<file path="config.mk">
export PLATFORM = sky130hd
export DESIGN_NAME = volley_referee_top
export DESIGN_NICKNAME = d
export VERILOG_FILES = /design/src/rtl/volley_pkg.sv /design/src/rtl/rule_regs.sv /design/src/rtl/touch_filter.sv /design/src/rtl/landing_detect.sv /design/src/rtl/rally_judge.sv /design/src/rtl/volley_referee_top.sv
export SDC_FILE = /design/constraint.sdc
export NUM_CORES = 1
export LEC_CHECK = 0
export BUFFER_PORTS_ARGS = -buffer_cell sky130_fd_sc_hd__buf_2
export CELL_PAD_IN_SITES_DETAIL_PLACEMENT = 0
export CELL_PAD_IN_SITES_GLOBAL_PLACEMENT = 2
export CORE_MARGIN = 1.5
export CORE_UTILIZATION = 32
export DETAILED_ROUTE_END_ITERATION = 12
export GPL_TIMING_DRIVEN = 0
export PLACE_DENSITY_LB_ADDON = 0.1
export SETUP_SLACK_MARGIN = 0.05
export SYNTH_ARGS = -nofsm -noshare
export SYNTH_HDL_FRONTEND = slang
export SYNTH_SLANG_ARGS = --single-unit
</file>
<file path="constraint.sdc">
create_clock -name clk -period 2.4 [get_ports clk]
set_clock_uncertainty 0.15 [all_clocks]
set_input_delay 0.24 -clock clk [delete_from_list [all_inputs] [get_ports clk]]
set_output_delay 0.24 -clock clk [all_outputs]
set_load 0.01 [all_outputs]
</file>
<file path="src/rtl/volley_pkg.sv">
package volley_pkg;

   // ball coordinate and score widths.
   localparam int coord_w = 12;
   localparam int score_w = 4;

   // court geometry in screen pixels, y grows downward.
   localparam logic [coord_w-1:0] net_left  = 12'd500;
   localparam logic [coord_w-1:0] net_right = 12'd523;
   localparam logic [coord_w-1:0] ground_y  = 12'd750;

   // rule values loaded at reset.
   localparam logic [score_w-1:0] win_score_default   = 4'd15;
   localparam logic [2:0]         touch_limit_default = 3'd4;
   localparam logic [7:0]         holdoff_default     = 8'd200;

   typedef enum logic [1:0] {
      st_serve,
      st_rally,
      st_point,
      st_over
   } judge_state_t;

   // where the ball came down.
   typedef enum logic [1:0] {
      side_left,
      side_net,
      side_right
   } side_t;

endpackage

</file>
<file path="src/rtl/rule_regs.sv">
`timescale 1ns/1ps

module rule_regs (
   input  logic                           clk,
   input  logic                           rst_d,
   input  logic                           cfg_write,
   input  logic [1:0]                     cfg_addr,
   input  logic [7:0]                     cfg_data,
   output logic [volley_pkg::score_w-1:0] win_score,
   output logic [2:0]                     touch_limit,
   output logic [7:0]                     holdoff
);
   import volley_pkg::*;

   localparam logic [1:0] addr_win_score   = 2'd0;
   localparam logic [1:0] addr_touch_limit = 2'd1;
   localparam logic [1:0] addr_holdoff     = 2'd2;

   always_ff @(posedge clk) begin
      if (rst_d) begin
         win_score   <= win_score_default;
         touch_limit <= touch_limit_default;
         holdoff     <= holdoff_default;
      end else if (cfg_write) begin
         // narrow fields keep the low bits of the data byte.
         case (cfg_addr)
            addr_win_score: begin
               win_score <= cfg_data[score_w-1:0];
            end
            addr_touch_limit: begin
               touch_limit <= cfg_data[2:0];
            end
            addr_holdoff: begin
               holdoff <= cfg_data;
            end
            default: begin
               // address 3 is unused.
            end
         endcase
      end
   end

endmodule

</file>
<file path="src/rtl/touch_filter.sv">
`timescale 1ns/1ps

module touch_filter (
   input  logic       clk,
   input  logic       rst_d,
   input  logic       hit_p1,
   input  logic       hit_p2,
   input  logic [7:0] holdoff,
   output logic       touch_p1,
   output logic       touch_p2
);

   logic       hit_p1_q;
   logic       hit_p2_q;
   logic       rise_p1;
   logic       rise_p2;
   logic       idle;
   logic [7:0] timer;

   assign rise_p1 = hit_p1 & ~hit_p1_q;
   assign rise_p2 = hit_p2 & ~hit_p2_q;
   assign idle    = (timer == 8'd0);

   always_ff @(posedge clk) begin
      if (rst_d) begin
         hit_p1_q <= 1'b0;
         hit_p2_q <= 1'b0;
         touch_p1 <= 1'b0;
         touch_p2 <= 1'b0;
         timer    <= 8'd0;
      end else begin
         hit_p1_q <= hit_p1;
         hit_p2_q <= hit_p2;
         // player 1 wins a tie.
         touch_p1 <= idle & rise_p1;
         touch_p2 <= idle & rise_p2 & ~rise_p1;
         // one timer covers both players.
         if (idle && (rise_p1 || rise_p2)) begin
            timer <= holdoff;
         end else if (!idle) begin
            timer <= timer - 8'd1;
         end
      end
   end

endmodule

</file>
<file path="src/rtl/landing_detect.sv">
`timescale 1ns/1ps

module landing_detect (
   input  logic                           clk,
   input  logic                           rst_d,
   input  logic [volley_pkg::coord_w-1:0] gnd_y,
   input  logic [volley_pkg::coord_w-1:0] ball_x,
   output logic                           land,
   output volley_pkg::side_t              land_side
);
   import volley_pkg::*;

   logic  at_ground;
   logic  armed;
   side_t side_now;

   assign at_ground = (gnd_y >= ground_y);

   always_comb begin
      if (ball_x <= net_left) begin
         side_now = side_left;
      end else if (ball_x >= net_right) begin
         side_now = side_right;
      end else begin
         side_now = side_net;
      end
   end

   always_ff @(posedge clk) begin
      if (rst_d) begin
         land  <= 1'b0;
         armed <= 1'b1;
      end else begin
         land  <= at_ground & armed;
         // the ball has to leave the ground before the next landing.
         armed <= ~at_ground;
      end
   end

   always_ff @(posedge clk) begin
      if (at_ground && armed) begin
         land_side <= side_now;
      end
   end

endmodule

</file>
<file path="src/rtl/rally_judge.sv">
`timescale 1ns/1ps

module rally_judge (
   input  logic                           clk,
   input  logic                           rst_d,
   input  logic                           touch_p1,
   input  logic                           touch_p2,
   input  logic                           land,
   input  volley_pkg::side_t              land_side,
   input  logic [volley_pkg::score_w-1:0] win_score,
   input  logic [2:0]                     touch_limit,
   output logic [volley_pkg::score_w-1:0] score_p1,
   output logic [volley_pkg::score_w-1:0] score_p2,
   output logic                           point_winner,
   output logic                           point_strobe,
   output logic                           touch_fault,
   output logic                           game_over
);
   import volley_pkg::*;

   judge_state_t       state;
   judge_state_t       state_nxt;
   logic [2:0]         count_p1;
   logic [2:0]         count_p2;
   logic [2:0]         count_p1_nxt;
   logic [2:0]         count_p2_nxt;
   logic               last_p2;
   logic               last_p2_nxt;
   logic               winner;
   logic               winner_nxt;
   logic               fault_nxt;
   logic [score_w-1:0] score_p1_inc;
   logic [score_w-1:0] score_p2_inc;
   logic               reach_win;

   assign score_p1_inc = score_p1 + 1'b1;
   assign score_p2_inc = score_p2 + 1'b1;
   assign reach_win    = winner ? (score_p2_inc == win_score) : (score_p1_inc == win_score);

   always_comb begin
      state_nxt    = state;
      count_p1_nxt = count_p1;
      count_p2_nxt = count_p2;
      last_p2_nxt  = last_p2;
      winner_nxt   = winner;
      fault_nxt    = touch_fault;
      case (state)
         st_serve, st_rally: begin
            if (state == st_rally && land) begin
               state_nxt = st_point;
               case (land_side)
                  side_left:  winner_nxt = 1'b1;
                  side_right: winner_nxt = 1'b0;
                  default:    winner_nxt = ~last_p2;
               endcase
            end else if (touch_p1) begin
               state_nxt    = st_rally;
               count_p1_nxt = count_p1 + 3'd1;
               count_p2_nxt = 3'd0;
               last_p2_nxt  = 1'b0;
               if (count_p1 + 3'd1 == touch_limit) begin
                  state_nxt  = st_point;
                  winner_nxt = 1'b1;
                  fault_nxt  = 1'b1;
               end
            end else if (touch_p2) begin
               state_nxt    = st_rally;
               count_p2_nxt = count_p2 + 3'd1;
               count_p1_nxt = 3'd0;
               last_p2_nxt  = 1'b1;
               if (count_p2 + 3'd1 == touch_limit) begin
                  state_nxt  = st_point;
                  winner_nxt = 1'b0;
                  fault_nxt  = 1'b1;
               end
            end
         end
         st_point: begin
            state_nxt    = reach_win ? st_over : st_serve;
            count_p1_nxt = 3'd0;
            count_p2_nxt = 3'd0;
            fault_nxt    = 1'b0;
         end
         default: begin
            // game over holds until reset.
         end
      endcase
   end

   always_ff @(posedge clk) begin
      if (rst_d) begin
         state        <= st_serve;
         count_p1     <= 3'd0;
         count_p2     <= 3'd0;
         last_p2      <= 1'b0;
         winner       <= 1'b0;
         touch_fault  <= 1'b0;
         score_p1     <= '0;
         score_p2     <= '0;
         point_winner <= 1'b0;
         point_strobe <= 1'b0;
         game_over    <= 1'b0;
      end else begin
         state        <= state_nxt;
         count_p1     <= count_p1_nxt;
         count_p2     <= count_p2_nxt;
         last_p2      <= last_p2_nxt;
         winner       <= winner_nxt;
         touch_fault  <= fault_nxt;
         point_strobe <= (state == st_point);
         // the score moves one cycle after the decision.
         if (state == st_point) begin
            point_winner <= winner;
            if (winner) begin
               score_p2 <= score_p2_inc;
            end else begin
               score_p1 <= score_p1_inc;
            end
            if (reach_win) begin
               game_over <= 1'b1;
            end
         end
      end
   end

endmodule

</file>
<file path="src/rtl/volley_referee_top.sv">
`timescale 1ns/1ps

module volley_referee_top (
   input  logic                           clk,
   input  logic                           rst_d,
   input  logic [volley_pkg::coord_w-1:0] gnd_y,
   input  logic [volley_pkg::coord_w-1:0] ball_x,
   input  logic                           hit_p1,
   input  logic                           hit_p2,
   input  logic                           cfg_write,
   input  logic [1:0]                     cfg_addr,
   input  logic [7:0]                     cfg_data,
   output logic [volley_pkg::score_w-1:0] score_p1,
   output logic [volley_pkg::score_w-1:0] score_p2,
   output logic                           point_winner,
   output logic                           point_strobe,
   output logic                           touch_fault,
   output logic                           game_over
);
   import volley_pkg::*;

   logic [score_w-1:0] win_score;
   logic [2:0]         touch_limit;
   logic [7:0]         holdoff;
   logic               touch_p1;
   logic               touch_p2;
   logic               land;
   side_t              land_side;

   rule_regs regs0 (
      .clk         (clk),
      .rst_d       (rst_d),
      .cfg_write   (cfg_write),
      .cfg_addr    (cfg_addr),
      .cfg_data    (cfg_data),
      .win_score   (win_score),
      .touch_limit (touch_limit),
      .holdoff     (holdoff)
   );

   touch_filter filt0 (
      .clk      (clk),
      .rst_d    (rst_d),
      .hit_p1   (hit_p1),
      .hit_p2   (hit_p2),
      .holdoff  (holdoff),
      .touch_p1 (touch_p1),
      .touch_p2 (touch_p2)
   );

   landing_detect land0 (
      .clk       (clk),
      .rst_d     (rst_d),
      .gnd_y     (gnd_y),
      .ball_x    (ball_x),
      .land      (land),
      .land_side (land_side)
   );

   rally_judge judge0 (
      .clk          (clk),
      .rst_d        (rst_d),
      .touch_p1     (touch_p1),
      .touch_p2     (touch_p2),
      .land         (land),
      .land_side    (land_side),
      .win_score    (win_score),
      .touch_limit  (touch_limit),
      .score_p1     (score_p1),
      .score_p2     (score_p2),
      .point_winner (point_winner),
      .point_strobe (point_strobe),
      .touch_fault  (touch_fault),
      .game_over    (game_over)
   );

endmodule

</file>
---- Word level (Yosys, flattened, before mapping) ----
Index checks and enable logic that the tools add are counted.
W data, S select, Z words.
cells by class
  bitwise logic cells ..................... 13
  multiplexer cells ....................... 32
  $lt $le $gt $ge ......................... 3
  equality and inequality tests ........... 16
  add/subtract/negate cells ............... 5
  reductions and logical operators ........ 24
operator list
  cell                    count
  $ge A12 B10 Y1 const B  2
  $mux W3                 6
  $mux W8                 2
  $mux W2                 7
  $reduce_and A2 Y1       7
  $le A12 B9 Y1 const B   1
  $mux W1                 12
  $pmux W3 S2             2
  $add A4 B1 Y4 const B   2
  $eq A4 B4 Y1            2
  $logic_not A8 Y1        1
  $sub A8 B1 Y8 const B   1
  $not A1 Y1              7
  $add A3 B1 Y3 const B   2
  $and A1 B1 Y1           6
  $eq A2 B2 Y1 const B    3
  $eq A3 B3 Y1            2
  $logic_not A2 Y1        3
  $ne A3 B2 Y1 const B    2
  $reduce_and A3 Y1       2
  $reduce_bool A3 Y1      2
  $reduce_and A5 Y1       1
  $eq A2 B1 Y1 const B    2
  $ne A2 B2 Y1 const B    2
  10 further kinds        14
word-level totals
  register bits ........................... 53
  output and inout bits ................... 12

---- Longest topological paths before layout ----
  depth in word-level cells ............... 7
  gate-level depth with buffers ........... 6
  mapped depth without buffers ............ 6

---- Cells and area by module ----
Synthesis repeated with hierarchy kept, for this count alone.
second synthesis, totals
  cells, all modules ...................... 288
  area total of the unflattened synthesis .. 2732.6 µm²
by module, submodules not included
  module          sequential area each (µm²)  instances  cells each  area an instance (µm²)
  rally_judge     440.4                       1          134         1234.9
  touch_filter    240.2                       1          69          638.1
  rule_regs       300.3                       1          62          628.1
  landing_detect  100.1                       1          23          231.5

---- Least setup slack after synthesis ----
No wires, ideal clock.
  kind .................................... register -> register
  start point ............................. register judge0.count_p1[0]
  end point ............................... register judge0.winner
  period minus slack after synthesis ...... 1.797 ns
  data arrival time ....................... 1.556 ns
  setup time .............................. 0.091 ns
  cell stages (with the launch flop) ...... 7
  data required time ...................... 2.159 ns
  buffers on the path ..................... 0
  slack ................................... 0.603 ns
  cell sequence ........................... dfxtp_1 ha_1 xnor2_1 nand4bb_1 a21oi_1 or3_1 a311oi_1
between the ends
  cells in the longest elaborated chain, start to end .. 4
ends and longest elaborated chain
  item                         line                source
  start, declared              rally_judge.sv:23   logic [2:0] count_p1;
  start signal, assigned       rally_judge.sv:105  count_p1 <= count_p1_nxt;
  $add A3 B1 Y3                rally_judge.sv:61   if (count_p1 + 3'd1 == touch_limit) begin
  $eq A3 B3 Y1                 rally_judge.sv:61
  $ne A3 B1 Y1 (no line)       n/a
  $reduce_and A4 Y1 (no line)  n/a
  end signal, assigned         rally_judge.sv:108  winner <= winner_nxt;
  end, declared                rally_judge.sv:29   logic winner;
Every way passes these cells.
A chain may end at the register's enable or synchronous reset.

---- Final worst setup path ----
Ends and elaborated chain as after synthesis.

==> Flow_metrics.wiki <==
{| class="wikitable"
! Metric !! Value
|-
| Top-level port count || 51
|-
| Vias after detailed routing || 2170
|-
| Avg Vias per Cell || between 4 and 5
|-
| Number of placed cells counting well taps || 432
|-
| Sequential cell area fraction in the yosys report || between 40 and 50%
|-
| Tot GR Track Use || 15.2%
|-
| Hold path depth || 3
|-
| Syn avg cell area || between 8 and 9 sq um
|-
| Number of buffer cells added on primary ports || 48
|-
| Initial DRT Pass Iterations || 4
|-
| Number of non-filler instances in the completed layout || around 440
|-
| Post-Syn Nets || roughly 330
|-
| Number of inserted filler cells in the final layout || 846
|-
| Cell area after layout || about 0.003 sq mm
|-
| Area of placed instances || 0.00289 sq mm
|-
| Maximum level of the CTS H-tree || 2
|-
| Post-synthesis instance area || approximately 0.0025 sq mm
|-
| Number of nets at the end of the flow || between 300 and 400
|-
| Kind of launch point of the worst setup path || flip-flop
|-
| EDFF count, synth || 2
|-
| Start point of the critical path || judge0.count_p1[0]$_SDFFE_PP0P_
|-
| Fin. max-slew vios || 0
|-
| Yosys warnings || 0
|-
| Most instantiated flip-flop cell in the synthesis netlist || dfxtp_1
|-
| Setup WS pre-CTS || roughly 0.42 ns
|-
| Total Wirelength || about 6.0 mm
|-
| Power density relative to cell area || between 700 and 800 mW/mm^2
|-
| Top library cells by usage in the layout, fill and taps aside || 51 x buf_2, 51 x dfxtp_1, 33 x nor2_1
|-
| Fraction of layout instances using a drive strength above 1 || 18.2%
|-
| Aggregate negative setup slack || 0 ns
|-
| Highest net fanout along the worst path || 4
|-
| Final Hold Viols || 0
|-
| Final weighted congestion in routability-driven placement || ~0.8
|-
| Critical path endpoint category || flip-flop
|-
| Number of distinct library cell variants in the gate-level netlist after synthesis || 48
|-
| Buffers inserted by post-CTS timing repair || 0
|-
| Transition time at the pin with the least slew margin || about 0.84 ns
|-
| Post-Syn Instances || between 200 and 300
|-
| Remaining global-route overflow || 0
|-
| Largest net degree at the start of global routing || 16
|-
| Setup violators final || 0
|-
| Yosys reg bits || 53
|-
| Worst-case setup margin in the final layout || 0.389 ns
|-
| Data required time of the critical path || between 2 and 2.5 ns
|-
| Category of cells accounting for the largest share of critical-path delay || simple AND/OR/NAND/NOR gates
|-
| Number of buffers on the longest clock path || 2
|-
| Starting Density || roughly a third
|-
| CTS Buf Count || 5
|-
| Maximum single-stage delay on the critical path || ~0.4 ns
|-
| Period utilization || 83.8%
|-
| Proportion of register bits with asynchronous set or reset after synthesis || 0%
|-
| Initial drt markers || 44
|-
| Cell chain of the critical path || ha_1, xor2_1, nand4bb_1, a21oi_1, or3_1, a311oi_1
|-
| Die Width || 91.8 um
|-
| Total core area || 0.00769 sq mm
|-
| Via count of the first global-routing pass || between 2000 and 2500
|-
| Sequential cell area || around 0.0011 sq mm
|-
| Pleak || 0.00128 uW
|-
| DR DRC count || 0
|-
| Overall die area || between 0.008 and 0.009 sq mm
|-
| Path depth of the worst reg2reg path || 6
|-
| Slowest CP cell || dfxtp_1
|-
| Worst Setup Path Type || reg2reg
|-
| Peak supply drop || between 300 and 400 uV
|-
| Maxcap violations || 0
|-
| Run status || finished, final reports clean
|-
| Terminating pin of the worst hold path || regs0.holdoff[5]$_SDFFE_PP0P_
|-
| Clock latency reported for the late side of the worst-skew pair || just over 0.3 ns
|-
| HPWL after detailed placement || approximately 4.5 mm
|-
| Headroom to the max-slew limit || 43.7%
|-
| Die extent in y || between 90 and 100 um
|-
| Arrival time of data at the critical path endpoint || ~2.1 ns
|-
| Library cell used as clock root buffer || clkbuf_8
|-
| First-pass GRT wire length || 10.1 mm
|-
| Register clock-pin slew on the reported worst setup and hold paths || ~0.090 ns
|-
| Clk sinks || 53
|-
| Initial antenna violation count || 0
|-
| Area occupied by multi-input gates || ~0.0014 sq mm
|-
| # rows || 32
|-
| FMAX || 497 MHz
|-
| Post-route ant nets || 0
|-
| Setup repair after global routing missed its margin || no
|-
| R2r startpoint || judge0.count_p1[0]$_SDFFE_PP0P_
|-
| Routed wire length per instance || 13.6 um
|-
| Worst reg2reg path endpoint || judge0.winner$_SDFFE_PP0P_
|-
| Diodes inserted || 0
|-
| Count of buffering cells on the critical path with inverters included || 0
|-
| Number of cells on the critical path || 6
|-
| Hold Startpoint || cfg_data[5]
|-
| Final critical-path required period || 2.01 ns
|-
| Class of the most critical hold timing path || in2reg
|-
| Layout Area Growth over Synthesis || 19.3%
|-
| Clock tree from TritonCTS || yes
|-
| Register-to-register path setup slack || 0.39 ns
|}
## area by class of cell
class	instances	area share [%]
multi-input combinational	207	45.0
tap	102	4.24
timing repair buffer	51	8.97
clock buffer	8	2.99
sequential	53	35.9
buffer	11	1.50
inverter	11	1.37
## state kept, by name (all words and copies together), names as in the netlist, 2 cells and up
register and flops:
judge0.count_p1 3, land0.land_side 2, regs0.win_score 4, regs0.holdoff 8, judge0.count_p2 3, judge0.state 2
regs0.touch_limit 3, judge0.score_p1 4, judge0.score_p2 4, filt0.timer 8
## per-stage QoR
step	hold slack (ns)	power (uW)	util, %
6_report	0.0169	2230	39.2
3_5_place_dp	0.289	1730	37.6
3_3_place_gp	0.282	1730	37.6
5_1_grt	0.0240	2400	39.2
2_1_floorplan	0.208	1560	-
4_1_cts	0.00820	2270	39.2
## per-layer routing
| metal | GRT usage [%] | routed length [um] |
|---|---|---|
| met3 | 2.74 | 169 |
| met1 | 18.5 | 2890 |
| met4 | 5.38 | 93 |
| met5 | 0 | 0 |
| met2 | 26.8 | 2890 |
## worst max path at each step
stage                                         to  slack (ns)
floorplan             judge0.winner$_SDFFE_PP0P_        0.60
global placement      judge0.winner$_SDFFE_PP0P_        0.43
detailed placement  judge0.state[1]$_SDFFE_PP0P_        0.42
CTS                 judge0.state[1]$_SDFFE_PP0P_        0.39
global route          judge0.winner$_SDFFE_PP0P_        0.16
finish                judge0.winner$_SDFFE_PP0P_        0.39
## worst register-to-register path, delay by kind of cell (launching register included)
family	cells	cell delay (ns)
xor gates and xnor gates	1	0.19
adders and majority gates	1	0.22
and+or+nand+nor	2	0.55
DFF	1	0.40
AOI/OAI and AO/OA	2	0.39
## Yosys cell counts, drive strengths merged, types with 2 or more instances
library cell	number	area, sq um
xnor2	11	96.3
clkbuf	8	30.0
a21oi	21	109
nand2b	4	25.0
a311oi	2	17.5
buf	3	15.0
mux2i	14	140
edfxtp	2	60.1
o21ai	7	35.0
nand4	4	25.0
nor2	33	124
and3	4	25.0
dfxtp	51	1020
nand2	15	56.3
a211o	11	96.3
nor4b	2	17.5
and4	2	17.5
nand3	9	45.0
nor3	10	55.1
or4	2	18.8
xor2	9	78.8
a211oi	5	37.5
a31oi	5	31.3
ha	6	75.1
nor2b	9	56.3
inv	11	41.3
nand3b	5	37.5
## power breakdown
group,leakage [uW],switching (uW),internal [uW]
registers,0.000437,85.5,982
clock network,0.0000455,298,236
logic,0.000796,349,284
## kinds of logic (layout without fill, tap and decap cells)
| group | Yosys count | in the layout | share of synthesized area [%] |
|---|---|---|---|
| adders and majority gates | 6 | 6 | 2.97 |
| AOI/OAI and AO/OA | 62 | 62 | 16.5 |
| xor gates and xnor gates | 20 | 20 | 6.94 |
| muxes | 14 | 14 | 5.55 |
| DFF | 53 | 53 | 42.8 |
| buffers and inverters | 22 | 81 | 3.42 |
| and+or+nand+nor | 105 | 105 | 21.8 |
## repair_timing
action,CTS,global route
hold buffers,3,0
gates resized for setup,0,0
endpoints found under the hold margin,3,0
Note: power is estimated with default switching activity, not from simulation.
